## config.mk

```make
export PLATFORM = sky130hd
export DESIGN_NAME = bno085_hub
export DESIGN_NICKNAME = d
export VERILOG_FILES = /design/src/source/shtp_pkg.sv /design/src/source/shtp_pkt_if.sv /design/src/source/byte_xfer_if.sv /design/src/source/bno085_hub.sv /design/src/source/shtp_sequencer.sv /design/src/source/report_decoder.sv /design/src/source/shtp_framer.sv /design/src/source/spi_byte_link.sv /design/src/source/shtp_cmd_rom.sv
export SDC_FILE = /design/constraint.sdc
export NUM_CORES = 1
export LEC_CHECK = 0
export ABC_CLOCK_PERIOD_IN_PS = 5300
export BUFFER_PORTS_ARGS = -buffer_cell sky130_fd_sc_hd__buf_2
export CORE_MARGIN = 3
export CORE_UTILIZATION = 40
export DETAILED_ROUTE_END_ITERATION = 12
export MAX_ROUTING_LAYER = met4
export PLACE_DENSITY = 0.56
export SETUP_SLACK_MARGIN = 0.3
export SKIP_LAST_GASP = 1
export SYNTH_ARGS = -nofsm -noshare
export SYNTH_HDL_FRONTEND = slang
export SYNTH_HIERARCHICAL = 1
export SYNTH_SLANG_ARGS = --single-unit
```

## constraint.sdc

```tcl
create_clock -name clk -period 5.3 [get_ports clk]
set_clock_uncertainty 0.05 [all_clocks]
set_input_delay 1.06 -clock clk [delete_from_list [all_inputs] [get_ports clk]]
set_output_delay 1.06 -clock clk [all_outputs]
set_load 0.01 [all_outputs]
```

## src/source/shtp_pkg.sv

```systemverilog
`default_nettype none

package shtp_pkg;

    typedef logic [7:0]         byte_t;
    typedef logic signed [15:0] sample_t;

    // Gyroscope rates, one per axis
    typedef struct packed {
        sample_t x;
        sample_t y;
        sample_t z;
    } vec3_t;

    // Rotation vector, real part first
    typedef struct packed {
        sample_t w;
        sample_t x;
        sample_t y;
        sample_t z;
    } quat_t;

    // Init commands, value doubles as the SHTP sequence number
    typedef enum logic [1:0] {
        CMD_PROD_ID = 2'd0,
        CMD_EN_ROT  = 2'd1,
        CMD_EN_GYRO = 2'd2
    } cmd_id_t;

    localparam int SHTP_HDR_LEN  = 4;     // Length LSB, MSB, channel, sequence
    localparam int PKT_LEN_MAX   = 32766;
    localparam int PAYLOAD_IDX_W = 8;

    localparam byte_t CH_CONTROL = 8'd2;  // SH-2 control
    localparam byte_t CH_REPORTS = 8'd3;  // Non-wake input reports
    localparam byte_t CH_GYRO_RV = 8'd5;  // Gyro rotation vector channel

    localparam byte_t RID_ROT_VEC     = 8'h05;
    localparam byte_t RID_GYRO        = 8'h02; // Calibrated gyroscope
    localparam byte_t RID_PROD_ID_REQ = 8'hF9;
    localparam byte_t RID_SET_FEATURE = 8'hFD;

    localparam logic [31:0] REPORT_INTERVAL_US = 32'd20000; // 50 Hz

    localparam byte_t CMD_LEN_PROD_ID = 8'd5;  // Header plus report ID
    localparam byte_t CMD_LEN_FEATURE = 8'd17; // Header plus 13 byte body

endpackage

`default_nettype wire
```

## src/source/shtp_pkt_if.sv

```systemverilog
`timescale 1ns/1ps
`default_nettype none

// Received packet bytes with their position, framer to readers
interface shtp_pkt_if
    import shtp_pkg::*;
();
    logic                     strobe;      // One per byte of a read
    byte_t                    data;
    logic                     in_payload;  // Past the 4 byte header
    logic [PAYLOAD_IDX_W-1:0] payload_idx; // Saturates at all ones
    byte_t                    channel;
    logic                     last;        // Final byte, or aborted header
    logic                     hdr_bad;     // Illegal length field

    modport framer (output strobe, data, in_payload, payload_idx, channel, last, hdr_bad);
    modport reader (input strobe, data, in_payload, payload_idx, channel, last, hdr_bad);
endinterface

`default_nettype wire

```

## src/source/byte_xfer_if.sv

```systemverilog
`timescale 1ns/1ps
`default_nettype none

// One byte exchange between sequencer and SPI link
interface byte_xfer_if
    import shtp_pkg::*;
();
    logic  req;      // Held until done
    byte_t tx_byte;
    logic  done;     // One-cycle pulse per byte
    byte_t rx_byte;  // Valid with done

    modport master  (output req, tx_byte, input done, rx_byte);
    modport link    (input req, tx_byte, output done, rx_byte);
    modport monitor (input done, rx_byte);
endinterface

`default_nettype wire

```

## src/source/bno085_hub.sv

```systemverilog
`timescale 1ns/1ps
`default_nettype none

module bno085_hub
    import shtp_pkg::*;
#(
    parameter int unsigned POWERUP_CYCLES = 300_000, // About 100 ms at 3 MHz
    parameter int unsigned WAKE_CYCLES    = 450,
    parameter int unsigned INT_TIMEOUT    = 150_000,
    parameter int unsigned RESP_TIMEOUT   = 300_000,
    parameter int unsigned CMD_GAP_CYCLES = 30_000
) (
    input  logic    clk,
    input  logic    rst_n,
    output logic    spi_start,
    output logic    spi_tx_valid,
    output byte_t   spi_tx_data,
    input  logic    spi_rx_valid,
    input  byte_t   spi_rx_data,
    input  logic    spi_busy,
    output logic    cs_n,
    output logic    ps0_wake,
    input  logic    int_n,
    output logic    quat_valid,
    output sample_t quat_w,
    output sample_t quat_x,
    output sample_t quat_y,
    output sample_t quat_z,
    output logic    gyro_valid,
    output sample_t gyro_x,
    output sample_t gyro_y,
    output sample_t gyro_z,
    output logic    initialized,
    output logic    error
);

    byte_xfer_if xfer ();
    shtp_pkt_if  pkt ();

    logic  pkt_start;
    quat_t quat;
    vec3_t gyro;

    shtp_sequencer #(
        .POWERUP_CYCLES (POWERUP_CYCLES),
        .WAKE_CYCLES    (WAKE_CYCLES),
        .INT_TIMEOUT    (INT_TIMEOUT),
        .RESP_TIMEOUT   (RESP_TIMEOUT),
        .CMD_GAP_CYCLES (CMD_GAP_CYCLES)
    ) u_seq (
        .clk, .rst_n, .int_n, .cs_n, .ps0_wake,
        .xfer, .pkt, .pkt_start, .initialized, .error
    );

    spi_byte_link u_link (
        .clk, .rst_n, .xfer,
        .spi_start, .spi_tx_valid, .spi_tx_data,
        .spi_rx_valid, .spi_busy, .spi_rx_data
    );

    shtp_framer u_framer (.clk, .rst_n, .pkt_start, .xfer, .pkt);

    report_decoder u_dec (.clk, .rst_n, .pkt, .quat, .quat_valid, .gyro, .gyro_valid);

    // Struct fields out to plain ports
    assign quat_w = quat.w;
    assign quat_x = quat.x;
    assign quat_y = quat.y;
    assign quat_z = quat.z;
    assign gyro_x = gyro.x;
    assign gyro_y = gyro.y;
    assign gyro_z = gyro.z;

endmodule

`default_nettype wire

```

## src/source/shtp_sequencer.sv

```systemverilog
`timescale 1ns/1ps
`default_nettype none

module shtp_sequencer
    import shtp_pkg::*;
#(
    parameter int unsigned POWERUP_CYCLES = 300_000,
    parameter int unsigned WAKE_CYCLES    = 450,
    parameter int unsigned INT_TIMEOUT    = 150_000,
    parameter int unsigned RESP_TIMEOUT   = 300_000,
    parameter int unsigned CMD_GAP_CYCLES = 30_000
) (
    input  logic        clk,
    input  logic        rst_n,
    input  logic        int_n,
    output logic        cs_n,
    output logic        ps0_wake,
    byte_xfer_if.master xfer,
    shtp_pkt_if.reader  pkt,
    output logic        pkt_start,
    output logic        initialized,
    output logic        error
);

    typedef enum logic [3:0] {
        S_POWERUP, S_WAKE, S_WAIT_INT, S_SEND, S_RESP_WAIT,
        S_GAP, S_DATA_WAIT, S_READ, S_ERROR
    } seq_state_t;

    seq_state_t  state;
    cmd_id_t     cmd;
    byte_t       cmd_idx;
    byte_t       rom_data;
    byte_t       rom_len;
    logic [31:0] dly;     // Shared delay and timeout counter
    logic [31:0] limit;
    logic        dly_done;
    logic        int_meta, int_sync;
    logic        is_resp;

    shtp_cmd_rom u_rom (
        .cmd  (cmd),
        .idx  (cmd_idx),
        .data (rom_data),
        .len  (rom_len)
    );

    // Two-flop synchronizer for INT
    always_ff @(posedge clk or negedge rst_n) begin
        if (!rst_n) begin
            int_meta <= 1'b1;
            int_sync <= 1'b1;
        end else begin
            int_meta <= int_n;
            int_sync <= int_meta;
        end
    end

    always_comb begin
        case (state)
            S_POWERUP:   limit = POWERUP_CYCLES;
            S_WAKE:      limit = WAKE_CYCLES;
            S_WAIT_INT:  limit = INT_TIMEOUT;
            S_RESP_WAIT: limit = RESP_TIMEOUT;
            S_GAP:       limit = CMD_GAP_CYCLES;
            default:     limit = '1;
        endcase
    end

    assign dly_done = (dly + 32'd1) >= limit;
    assign is_resp  = (pkt.channel == CH_CONTROL) && !pkt.hdr_bad;

    // Commands come from the ROM, reads clock out zeros
    assign xfer.req     = (state == S_SEND) || (state == S_READ);
    assign xfer.tx_byte = (state == S_SEND) ? rom_data : 8'h00;

    // ==============================
    // Control FSM
    // ==============================
    always_ff @(posedge clk or negedge rst_n) begin
        if (!rst_n) begin
            state       <= S_POWERUP;
            cmd         <= CMD_PROD_ID;
            cmd_idx     <= 8'd0;
            dly         <= '0;
            cs_n        <= 1'b1;
            ps0_wake    <= 1'b1; // High selects SPI mode at sensor boot
            pkt_start   <= 1'b0;
            initialized <= 1'b0;
            error       <= 1'b0;
        end else begin
            pkt_start <= 1'b0;
            case (state)
                S_POWERUP: if (dly_done) begin
                    dly      <= '0;
                    ps0_wake <= 1'b0;
                    state    <= S_WAKE;
                end else dly <= dly + 32'd1;
                S_WAKE: if (dly_done) begin // End of wake pulse
                    dly      <= '0;
                    ps0_wake <= 1'b1;
                    state    <= S_WAIT_INT;
                end else dly <= dly + 32'd1;
                S_WAIT_INT: if (!int_sync) begin
                    cs_n    <= 1'b0;
                    cmd_idx <= 8'd0;
                    state   <= S_SEND;
                end else if (dly_done) begin
                    error <= 1'b1;
                    state <= S_ERROR;
                end else dly <= dly + 32'd1;
                S_SEND: if (xfer.done) begin
                    if (cmd_idx + 8'd1 == rom_len) begin
                        cs_n  <= 1'b1;
                        dly   <= '0;
                        state <= S_RESP_WAIT;
                    end else cmd_idx <= cmd_idx + 8'd1;
                end
                S_RESP_WAIT: if (dly_done) begin
                    error <= 1'b1;
                    state <= S_ERROR;
                end else if (!int_sync) begin
                    cs_n      <= 1'b0;
                    pkt_start <= 1'b1;
                    state     <= S_READ; // Timer holds during the read
                end else dly <= dly + 32'd1;
                S_READ: if (pkt.last) begin
                    cs_n <= 1'b1;
                    if (initialized) state <= S_DATA_WAIT;
                    else if (is_resp) begin
                        dly   <= '0;
                        state <= S_GAP;
                    end else state <= S_RESP_WAIT; // Not ours, keep waiting
                end
                S_GAP: if (dly_done) begin
                    dly <= '0;
                    if (cmd == CMD_EN_GYRO) begin
                        initialized <= 1'b1;
                        state       <= S_DATA_WAIT;
                    end else begin
                        cmd      <= cmd_id_t'(cmd + 2'd1);
                        ps0_wake <= 1'b0;
                        state    <= S_WAKE;
                    end
                end else dly <= dly + 32'd1;
                S_DATA_WAIT: if (!int_sync) begin
                    cs_n      <= 1'b0;
                    pkt_start <= 1'b1;
                    state     <= S_READ;
                end
                S_ERROR: begin // Held until reset
                    cs_n     <= 1'b1;
                    ps0_wake <= 1'b1;
                end
                default: state <= S_ERROR;
            endcase
        end
    end

endmodule

`default_nettype wire

```

## src/source/report_decoder.sv

```systemverilog
`timescale 1ns/1ps
`default_nettype none

module report_decoder
    import shtp_pkg::*;
(
    input  logic       clk,
    input  logic       rst_n,
    shtp_pkt_if.reader pkt,
    output quat_t      quat,
    output logic       quat_valid,
    output vec3_t      gyro,
    output logic       gyro_valid
);

    byte_t   rid;        // Report ID from payload byte 0
    byte_t   lsb;        // Low half of the field in flight
    sample_t sx, sy, sz; // Staged until the report completes
    sample_t word;
    logic    take;

    assign take = pkt.strobe && pkt.in_payload
               && (pkt.channel == CH_REPORTS || pkt.channel == CH_GYRO_RV);
    assign word = {pkt.data, lsb}; // MSB arrives second

    // ==============================
    // Field staging
    // ==============================
    always_ff @(posedge clk) begin
        if (take) begin
            case (pkt.payload_idx)
                8'd0: rid <= pkt.data;
                8'd4, 8'd6, 8'd8, 8'd10: lsb <= pkt.data;
                8'd5: sx <= word;
                8'd7: sy <= word;
                8'd9: sz <= word;
                default: ; // Sequence, status and delay bytes skipped
            endcase
        end
    end

    // ==============================
    // Output commit
    // ==============================
    always_ff @(posedge clk or negedge rst_n) begin
        if (!rst_n) begin
            quat       <= '0;
            gyro       <= '0;
            quat_valid <= 1'b0;
            gyro_valid <= 1'b0;
        end else begin
            quat_valid <= 1'b0;
            gyro_valid <= 1'b0;
            if (take && rid == RID_ROT_VEC && pkt.payload_idx == 8'd11) begin
                quat       <= '{w: word, x: sx, y: sy, z: sz}; // W is the last field
                quat_valid <= 1'b1;
            end
            if (take && rid == RID_GYRO && pkt.payload_idx == 8'd9) begin
                gyro       <= '{x: sx, y: sy, z: word};
                gyro_valid <= 1'b1;
            end
        end
    end

endmodule

`default_nettype wire

```

## src/source/shtp_framer.sv

```systemverilog
`timescale 1ns/1ps
`default_nettype none

module shtp_framer
    import shtp_pkg::*;
(
    input  logic         clk,
    input  logic         rst_n,
    input  logic         pkt_start,
    byte_xfer_if.monitor xfer,
    shtp_pkt_if.framer   pkt
);

    logic        active;  // Inside a packet read
    logic [14:0] cnt;     // Bytes already received
    logic [14:0] pkt_len; // Continuation bit dropped
    byte_t       chan;
    logic [14:0] pidx;
    logic        len_bad;

    assign pidx    = cnt - 15'(SHTP_HDR_LEN);
    assign len_bad = (pkt_len <= 15'(SHTP_HDR_LEN)) || (pkt_len > 15'(PKT_LEN_MAX));

    assign pkt.strobe     = active && xfer.done;
    assign pkt.data       = xfer.rx_byte;
    assign pkt.channel    = chan;
    assign pkt.in_payload = (cnt >= 15'(SHTP_HDR_LEN));
    assign pkt.payload_idx = (|pidx[14:PAYLOAD_IDX_W]) ? '1 : pidx[PAYLOAD_IDX_W-1:0];

    // Bad length aborts on the sequence byte
    assign pkt.hdr_bad = pkt.strobe && (cnt == 15'(SHTP_HDR_LEN - 1)) && len_bad;
    assign pkt.last    = pkt.hdr_bad
                       || (pkt.strobe && pkt.in_payload && (cnt + 15'd1 == pkt_len));

    always_ff @(posedge clk or negedge rst_n) begin
        if (!rst_n) begin
            active <= 1'b0;
            cnt    <= '0;
        end else if (pkt_start) begin
            active <= 1'b1;
            cnt    <= '0;
        end else if (pkt.strobe) begin
            cnt <= cnt + 15'd1;
            if (pkt.last) active <= 1'b0; // Further done pulses belong to commands
        end
    end

    // Header fields
    always_ff @(posedge clk) begin
        if (pkt.strobe) begin
            case (cnt)
                15'd0: pkt_len[7:0]  <= xfer.rx_byte;
                15'd1: pkt_len[14:8] <= xfer.rx_byte[6:0];
                15'd2: chan          <= xfer.rx_byte;
                default: ;
            endcase
        end
    end

endmodule

`default_nettype wire

```

## src/source/spi_byte_link.sv

```systemverilog
`timescale 1ns/1ps
`default_nettype none

module spi_byte_link
    import shtp_pkg::*;
(
    input  logic      clk,
    input  logic      rst_n,
    byte_xfer_if.link xfer,
    output logic      spi_start,
    output logic      spi_tx_valid,
    output byte_t     spi_tx_data,
    input  logic      spi_rx_valid,
    input  logic      spi_busy,
    input  byte_t     spi_rx_data
);

    typedef enum logic [1:0] {L_IDLE, L_START, L_BUSY} link_state_t;

    link_state_t state;
    logic        rx_seen; // Sticky copy of the master's rx pulse
    logic        launch;

    // No relaunch in the done cycle, req is still the old one there
    assign launch = (state == L_IDLE) && xfer.req && !xfer.done && !spi_busy;

    always_ff @(posedge clk or negedge rst_n) begin
        if (!rst_n) begin
            state        <= L_IDLE;
            spi_start    <= 1'b0;
            spi_tx_valid <= 1'b0;
            rx_seen      <= 1'b0;
            xfer.done    <= 1'b0;
        end else begin
            xfer.done <= 1'b0;
            if (spi_rx_valid) rx_seen <= 1'b1;
            case (state)
                L_IDLE: if (launch) begin
                    spi_start    <= 1'b1;
                    spi_tx_valid <= 1'b1;
                    rx_seen      <= 1'b0;
                    state        <= L_START;
                end
                L_START: if (spi_busy) begin // Master took the byte
                    spi_start    <= 1'b0;
                    spi_tx_valid <= 1'b0;
                    state        <= L_BUSY;
                end
                L_BUSY: if ((rx_seen || spi_rx_valid) && !spi_busy) begin
                    xfer.done <= 1'b1;
                    rx_seen   <= 1'b0;
                    state     <= L_IDLE;
                end
                default: state <= L_IDLE;
            endcase
        end
    end

    // Byte registers
    always_ff @(posedge clk) begin
        if (launch) spi_tx_data <= xfer.tx_byte;
        if (spi_rx_valid) xfer.rx_byte <= spi_rx_data;
    end

endmodule

`default_nettype wire

```

## src/source/shtp_cmd_rom.sv

```systemverilog
`timescale 1ns/1ps
`default_nettype none

module shtp_cmd_rom
    import shtp_pkg::*;
(
    input  cmd_id_t cmd,
    input  byte_t   idx,
    output byte_t   data,
    output byte_t   len
);

    always_comb begin
        len = (cmd == CMD_PROD_ID) ? CMD_LEN_PROD_ID : CMD_LEN_FEATURE;
    end

    always_comb begin
        data = 8'h00; // Flags, sensitivity and config words stay zero
        if (idx < len) begin
            case (idx)
                8'd0:  data = len;             // Length LSB
                8'd1:  data = 8'h00;           // Length MSB, no continuation
                8'd2:  data = CH_CONTROL;
                8'd3:  data = {6'd0, cmd};     // Sequence number
                8'd4:  data = (cmd == CMD_PROD_ID) ? RID_PROD_ID_REQ : RID_SET_FEATURE;
                8'd5:  data = (cmd == CMD_EN_ROT) ? RID_ROT_VEC : RID_GYRO;
                // Report interval, little-endian
                8'd9:  data = REPORT_INTERVAL_US[7:0];
                8'd10: data = REPORT_INTERVAL_US[15:8];
                8'd11: data = REPORT_INTERVAL_US[23:16];
                8'd12: data = REPORT_INTERVAL_US[31:24];
                default: data = 8'h00;
            endcase
        end
    end

endmodule

`default_nettype wire

```

==> impl_metrics.json, run 1 <==
{
  "drv_slew": 0,
  "nFillCells": 3139,
  "cap_viol_max_count": 0,
  "synth_edf_count": 103,
  "grt_first_pass_wirelength_microns": 51600,
  "cts-root-buf": "clkbuf_16",
  "cts_tree": "built",
  "num_vias": 8999,
  "grt_start_max_net_pins": 116,
  "drt_iter0_markers": 545,
  "antenna_found_initial": 0,
  "synthArstFlopShare_pct": 64.6,
  "final_antenna_net_count": 0,
  "synthDominantCellAreaShare_pct": 32.8,
  "cp_max_fo": 13,
  "insertion_delay_ns": 0.56,
  "yosys-top-cells-area": "dfrtp_1 33%, edfxtp_1 22%, mux2_4 6.4%",
  "synth_cells": 1104,
  "ys_types": 87,
  "hold_class": "register to register",
  "overflow": 0,
  "fin_nets": 1280,
  "vdd_drop_max_v": 0.000221,
  "start_util_pct": 41.2,
  "core.rowCount": 67,
  "syn_area_sq_um": 14000,
  "synth_flop_cell": "dfrtp_1",
  "fp.coreArea_sq_um": 34000,
  "period_share_pct": 86.1,
  "yosysTopAreaCell": "dfrtp_1",
  "ys_seq_elements": 291,
  "end_kind": "register",
  "rsz0062_at_grt": "false",
  "first_pass_iters": 5,
  "regArea_sq_um": 7800,
  "setup_viol": 0,
  "yosysWarnings": 6,
  "hold_ws_ns": 0.309,
  "drive_gt1_share_pct": 28.0,
  "cts_max_path_buffers": 3,
  "multiInputGateArea_sq_um": 5770,
  "cts_hold_buf": 0,
  "max_slew_margin_pct": 24.9,
  "p_leak_nw": 7.63,
  "drc": 0,
  "grt_pass1_vias": 9004,
  "dp_hpwl_microns": 21700,
  "wl_per_cell_microns": 18.8,
  "cts-buffers-inserted": 31,
  "portBuffers": 140,
  "tightest_slew_ns": 1.12,
  "clkTransAtPathRegs_ns": 0.06,
  "n_antenna_cell": 0,
  "die-height_microns": 193,
  "htree_levels": 1,
  "place.gp.congestion": 0.813,
  "cp.arrival_ns": 4.98,
  "worstSetupStartpointType": "register",
  "cts_sinks": 291,
  "tns_ns": 0,
  "crit_type": "register to register",
  "grt_use_total_pct": 17.2,
  "die-area_sq_um": 37300,
  "worstPathRequired_ns": 5.71,
  "status": "complete, no violations",
  "hold_violations": 0,
  "syn_area_per_cell_sq_um": 12.7,
  "die_w_microns": 193,
  "io_pins": 141,
  "syn_to_final_growth_pct": 15.4,
  "min_period_ns": 4.56,
  "vias_per_cell": 5.28,
  "ys_seq_area_share_pct": 55.6,
  "wl_microns": 31900,
  "power.density_nw_per_um2": 296,
  "utilization_pct": 47.5,
  "fmax_mhz": 219
}
==> sequential cells by signal (all words and copies together), names as in the netlist, 15 cells and up <==
| signal | cells |
|---|---|
| u_dec/gyro | 48 |
| u_seq/dly | 32 |
| u_dec/sy | 16 |
| u_framer/pkt_len | 15 |
| u_dec/sx | 16 |
| u_framer/cnt | 15 |
| u_dec/sz | 16 |
| u_dec/quat | 64 |
==> repair_timing <==
item / CTS / global route
endpoints found under the setup margin: 0 / 42
buffers inserted: 0 / 1
gates resized for setup: 0 / 5
==> metrics by stage <==
| stage | power, W | instances | area, sq um | setup WS [ns] |
|---|---|---|---|---|
| 2_1_floorplan | 0.00251 | 1108 | 14000 | 1.16 |
| 5_1_grt | 0.00498 | 1703 | 16200 | 0.359 |
| 3_3_place_gp | 0.00258 | 1643 | 15100 | 0.601 |
| 4_1_cts | 0.00486 | 1701 | 16100 | 0.431 |
| 3_5_place_dp | 0.00258 | 1643 | 15100 | 0.435 |
| 6_report | 0.00478 | 1703 | 16200 | 0.739 |
==> synth_stat cells, types with 23 or more instances <==
master / count
o21ai_0: 25
nand3_1: 45
mux2_4: 60
xnor2_1: 50
dfrtp_1: 184
mux2_2: 53
nor2_1: 57
edfxtp_1: 103
buf_4: 24
nor3_1: 24
ha_1: 37
xor2_1: 29
nand2_1: 67
a21oi_1: 24
a22o_1: 23
==> logic make-up (layout without fill, tap and decap cells) <==
kind of cell	count (synthesis)	after routing	synth area share, %
simple gates	324	325	12.5
buf+inv	91	237	3.69
flops	291	291	55.6
xor+xnor	80	80	5.10
other cells	2	6	0.0536
mux	115	115	10.8
compound gates	163	163	8.78
fa+ha+maj	38	38	3.37
==> cells in the final DEF (no fill, tap or decap), drive strengths merged, types with 5 or more instances in the layout <==
cell type,netlist,routed
xnor2,50,50
xor2,29,29
nand4,19,19
conb,2,6
a21oi,25,25
a22o,23,23
buf,48,156
nand2,67,67
mux2,113,113
a21o,9,9
edfxtp,103,103
a31oi,7,7
nor3,24,24
and2,19,19
o21ai,26,26
or4,8,8
inv,21,22
nand3,46,46
nor4,18,18
o31ai,12,12
nor2,58,59
and3,17,17
and4,8,8
clkbuf,21,43
a2bb2oi,6,6
o211ai,7,7
ha,37,37
nand2b,7,7
clkinv,1,9
or2,5,5
dfrtp,184,184
nor2b,6,6
or3,7,7
==> report_power, final <==
part | internal [W] | switching (W) | leakage, nW | total, W
logic | 0.0000400 | 0.0000684 | 3.62 | 0.000108
registers | 0.00237 | 0.0000495 | 3.49 | 0.00242
clock network | 0.00136 | 0.000898 | 0.525 | 0.00225
total | 0.00377 | 0.00102 | 7.63 | 0.00478
==> worst max-delay path, cell delays in order (launching register included) <==
cell and delay [ns]:
dfrtp_1 0.48, nand4_1 0.24, nor4_4 0.43, inv_1 0.10, nor3_1 0.33, nand3_1 0.14
xnor2_1 0.24, ha_1 0.29, a21oi_1 0.18, nand2_1 0.08, and3_1 0.19, o311a_1 0.36
o32ai_4 0.37, a31oi_4 0.28, or2_1 0.43, o31ai_1 0.26
==> cell type report <==
class,count,area share [%]
tap,448,3.47
clock buffer,42,5.42
clock inverter,16,1.26
timing repair buffer,157,5.41
inverter,22,0.511
multi-input combinational,727,35.7
sequential,291,48.2
==> routing by layer <==
layer	up-vias	GRT usage, %	routed length [microns]
met5	-	-	0
met4	0	2.92	418
met3	34	2.78	1360
met2	195	27.7	15200
met1	4463	23.6	15000
li1	4307	-	-
==> final timing paths <==
kind                                                 from                           end  slack (ns)  cells after the start
worst max-delay path            u_seq/dly[11]$_DFFE_PN0P_      u_seq/dly[4]$_DFFE_PN0P_        0.74                     15
worst min-delay path             u_seq/int_meta$_DFF_PN1_      u_seq/int_sync$_DFF_PN1_        0.31                      0
worst max register to register  u_seq/dly[11]$_DFFE_PN0P_      u_seq/dly[4]$_DFFE_PN0P_        0.74                     15
worst min register to register   u_seq/int_meta$_DFF_PN1_      u_seq/int_sync$_DFF_PN1_        0.31                      0
max in group asynchronous                           rst_n    u_seq/ps0_wake$_DFFE_PN1P_        3.64                      2
min in group asynchronous                           rst_n  u_framer/cnt[12]$_DFFE_PN0P_        0.54                      1
No activity file was read; power rests on OpenSTA's default activity.
==> inputs of run 2 (changes only) <==
--- a/config.mk
+++ b/config.mk
@@ -9,6 +9,7 @@
 export BUFFER_PORTS_ARGS = -buffer_cell sky130_fd_sc_hd__buf_2
 export CORE_MARGIN = 3
 export CORE_UTILIZATION = 40
+export CTS_BUF_LIST = sky130_fd_sc_hd__clkbuf_4 sky130_fd_sc_hd__clkbuf_8
 export DETAILED_ROUTE_END_ITERATION = 12
 export MAX_ROUTING_LAYER = met4
 export PLACE_DENSITY = 0.56
==> run 2 against run 1 <==
  * First-iteration DRC count rose by 11%
  * Routed wire length up 1.1%
  * Power fell by 1.4%
  * Die area stayed put
  * Critical path depth increased by 1
  * Maximum frequency rose by 0.36%
  * Largest cell class unchanged
  * Count of clock-buffer cells in the layout increased by 37
  * Largest power group unchanged
  * Sequential power barely moved
  * Worst setup slack improved by 0.016 ns
==> impl_metrics.json, run 2 (synthesis gave the netlist of run 1 again) <==
{
  "portBuffers": 140,
  "clkTransAtPathRegs_ns": 0.06,
  "worst_slack_ns": 0.755,
  "setup_viol": 0,
  "cts_sinks": 291,
  "intPower_w": 0.00366,
  "cp.arrival_ns": 4.96,
  "period_share_pct": 85.7,
  "cap_viol_max_count": 0,
  "max_stage_delay_ns": 0.48,
  "max_slew_margin_pct": 26.2,
  "io_pins": 141,
  "drc": 0,
  "final_antenna_net_count": 0,
  "hold_class": "register to register",
  "cts-buffers-inserted": 50,
  "multiInputGateArea_sq_um": 5770,
  "met2_usage_pct": 27.8,
  "fmax_mhz": 220,
  "place_ws_ns": 0.435,
  "vdd_drop_max_v": 0.000176,
  "antenna_found_initial": 0,
  "rsz0062_at_grt": "false",
  "drt_iter0_markers": 605,
  "nFillCells": 3165,
  "wl_microns": 32300,
  "swShare_pct": 22.4,
  "worstSetupStartpointType": "register",
  "p_leak_nw": 7.70,
  "grt_use_total_pct": 17.5,
  "syn_to_final_growth_pct": 15.5,
  "largest_register_ffs": 64,
  "place.gp.congestion": 0.813,
  "die-area_sq_um": 37300,
  "num_vias": 9165,
  "drv_slew": 0,
  "met1_usage_pct": 23.6,
  "power_frac_clock_pct": 46.3,
  "power.density_nw_per_um2": 291,
  "fp.coreArea_sq_um": 34000,
  "grt_pass1_vias": 9188,
  "vias_per_cell": 5.27,
  "reg.largest.list": "u_dec/quat (64), u_dec/gyro (48), u_seq/dly (32)",
  "overflow": 0,
  "dp_hpwl_microns": 21700,
  "die_w_microns": 193,
  "hold_violations": 0,
  "critPathTopFamily": "simple AND/OR/NAND/NOR gates",
  "path_cells": "nand4_1 > nor4_4 > inv_1 > nor3_1 > nand3_1 > xnor2_1 > ha_1 > a21oi_1 > nand2_1 > and3_1 > o311a_1 > o32ai_4 > a311oi_1 > buf_4 > or2_1 > o31ai_1",
  "status": "complete, no violations",
  "utilization_pct": 47.6,
  "critPathSlowestCell": "dfrtp_1",
  "start_util_pct": 41.2,
  "cts-root-buf": "clkbuf_8",
  "p_switching_w": 0.00105,
  "htree_levels": 2,
  "seqPwrFrac_pct": 51.4,
  "worstPathRequired_ns": 5.71,
  "die-height_microns": 193,
  "grt_start_max_net_pins": 116,
  "met3_usage_pct": 3.08,
  "core.rowCount": 67,
  "pwr-share-comb_pct": 2.3,
  "drive_gt1_share_pct": 30.4,
  "grt_first_pass_wirelength_microns": 52000,
  "first_pass_iters": 4,
  "cts_max_path_buffers": 3,
  "tns_ns": 0,
  "wl_per_cell_microns": 18.6,
  "crit_type": "register to register",
  "min_period_ns": 4.54,
  "insertion_delay_ns": 0.59,
  "busiest_layer": "met2",
  "cts_tree": "built",
  "n_antenna_cell": 0,
  "cp_max_fo": 12,
  "final_cell_mix": "184 x dfrtp_1, 139 x buf_2, 103 x edfxtp_1",
  "fin_nets": 1299,
  "end_kind": "register",
  "top_register": "u_dec/quat",
  "tightest_slew_ns": 1.10,
  "cp_num_buf_inv": 2,
  "regArea_sq_um": 7800,
  "layout_commonest_cell": "dfrtp_1"
}
[run 2: layer usage]
metal | part of all wire (%) | up-vias
met5 | 0 | -
met4 | 1.5 | 0
met3 | 4.3 | 42
li1 | - | 4355
met1 | 47 | 4565
met2 | 47 | 203
[run 2: what timing repair did]
item,CTS,global route
endpoints found under the setup margin,0,42
buffers inserted,0,1
resized for setup,0,5
hold buffers,0,0
[run 2: power groups by stage]
| stage | clock, W | sequential, W | combinational, W |
|---|---|---|---|
| floorplan | 0 | 0.00244 | 0.0000680 |
| global placement | 0 | 0.00246 | 0.000112 |
| detailed placement | 0 | 0.00246 | 0.000113 |
| CTS | 0.00226 | 0.00242 | 0.000113 |
| global route | 0.00237 | 0.00242 | 0.000125 |
| finish | 0.00218 | 0.00242 | 0.000109 |
[run 2: worst paths after layout]
check                                     startpoint                           end  slack, ns  cells after the start
hold / removal              u_seq/int_meta$_DFF_PN1_      u_seq/int_sync$_DFF_PN1_       0.31                      0
setup / recovery           u_seq/dly[11]$_DFFE_PN0P_      u_seq/dly[4]$_DFFE_PN0P_       0.76                     16
max in group asynchronous                      rst_n     u_seq/dly[21]$_DFFE_PN0P_       3.67                      2
hold reg to reg             u_seq/int_meta$_DFF_PN1_      u_seq/int_sync$_DFF_PN1_       0.31                      0
setup reg to reg           u_seq/dly[11]$_DFFE_PN0P_      u_seq/dly[4]$_DFFE_PN0P_       0.76                     16
min in group asynchronous                      rst_n  u_framer/cnt[12]$_DFFE_PN0P_       0.52                      1
[run 2: through the flow]
step | hold WS [ns] | total power (W) | instance area [sq um] | std cells
global route | 0.316 | 0.00492 | 16200 | 1739
finish | 0.309 | 0.00471 | 16200 | 1739
global placement | 0.299 | 0.00258 | 15100 | 1643
CTS | 0.310 | 0.00479 | 16200 | 1737
floorplan | 0.295 | 0.00251 | 14000 | 1108
detailed placement | 0.297 | 0.00258 | 15100 | 1643
[run 2: cell type report]
cell class,instances,area share (%)
multi-input combinational,727,35.6
sequential,291,48.2
clock inverter,15,1.01
inverter,22,0.510
clock buffer,79,5.82
timing repair buffer,157,5.40
tap,448,3.46
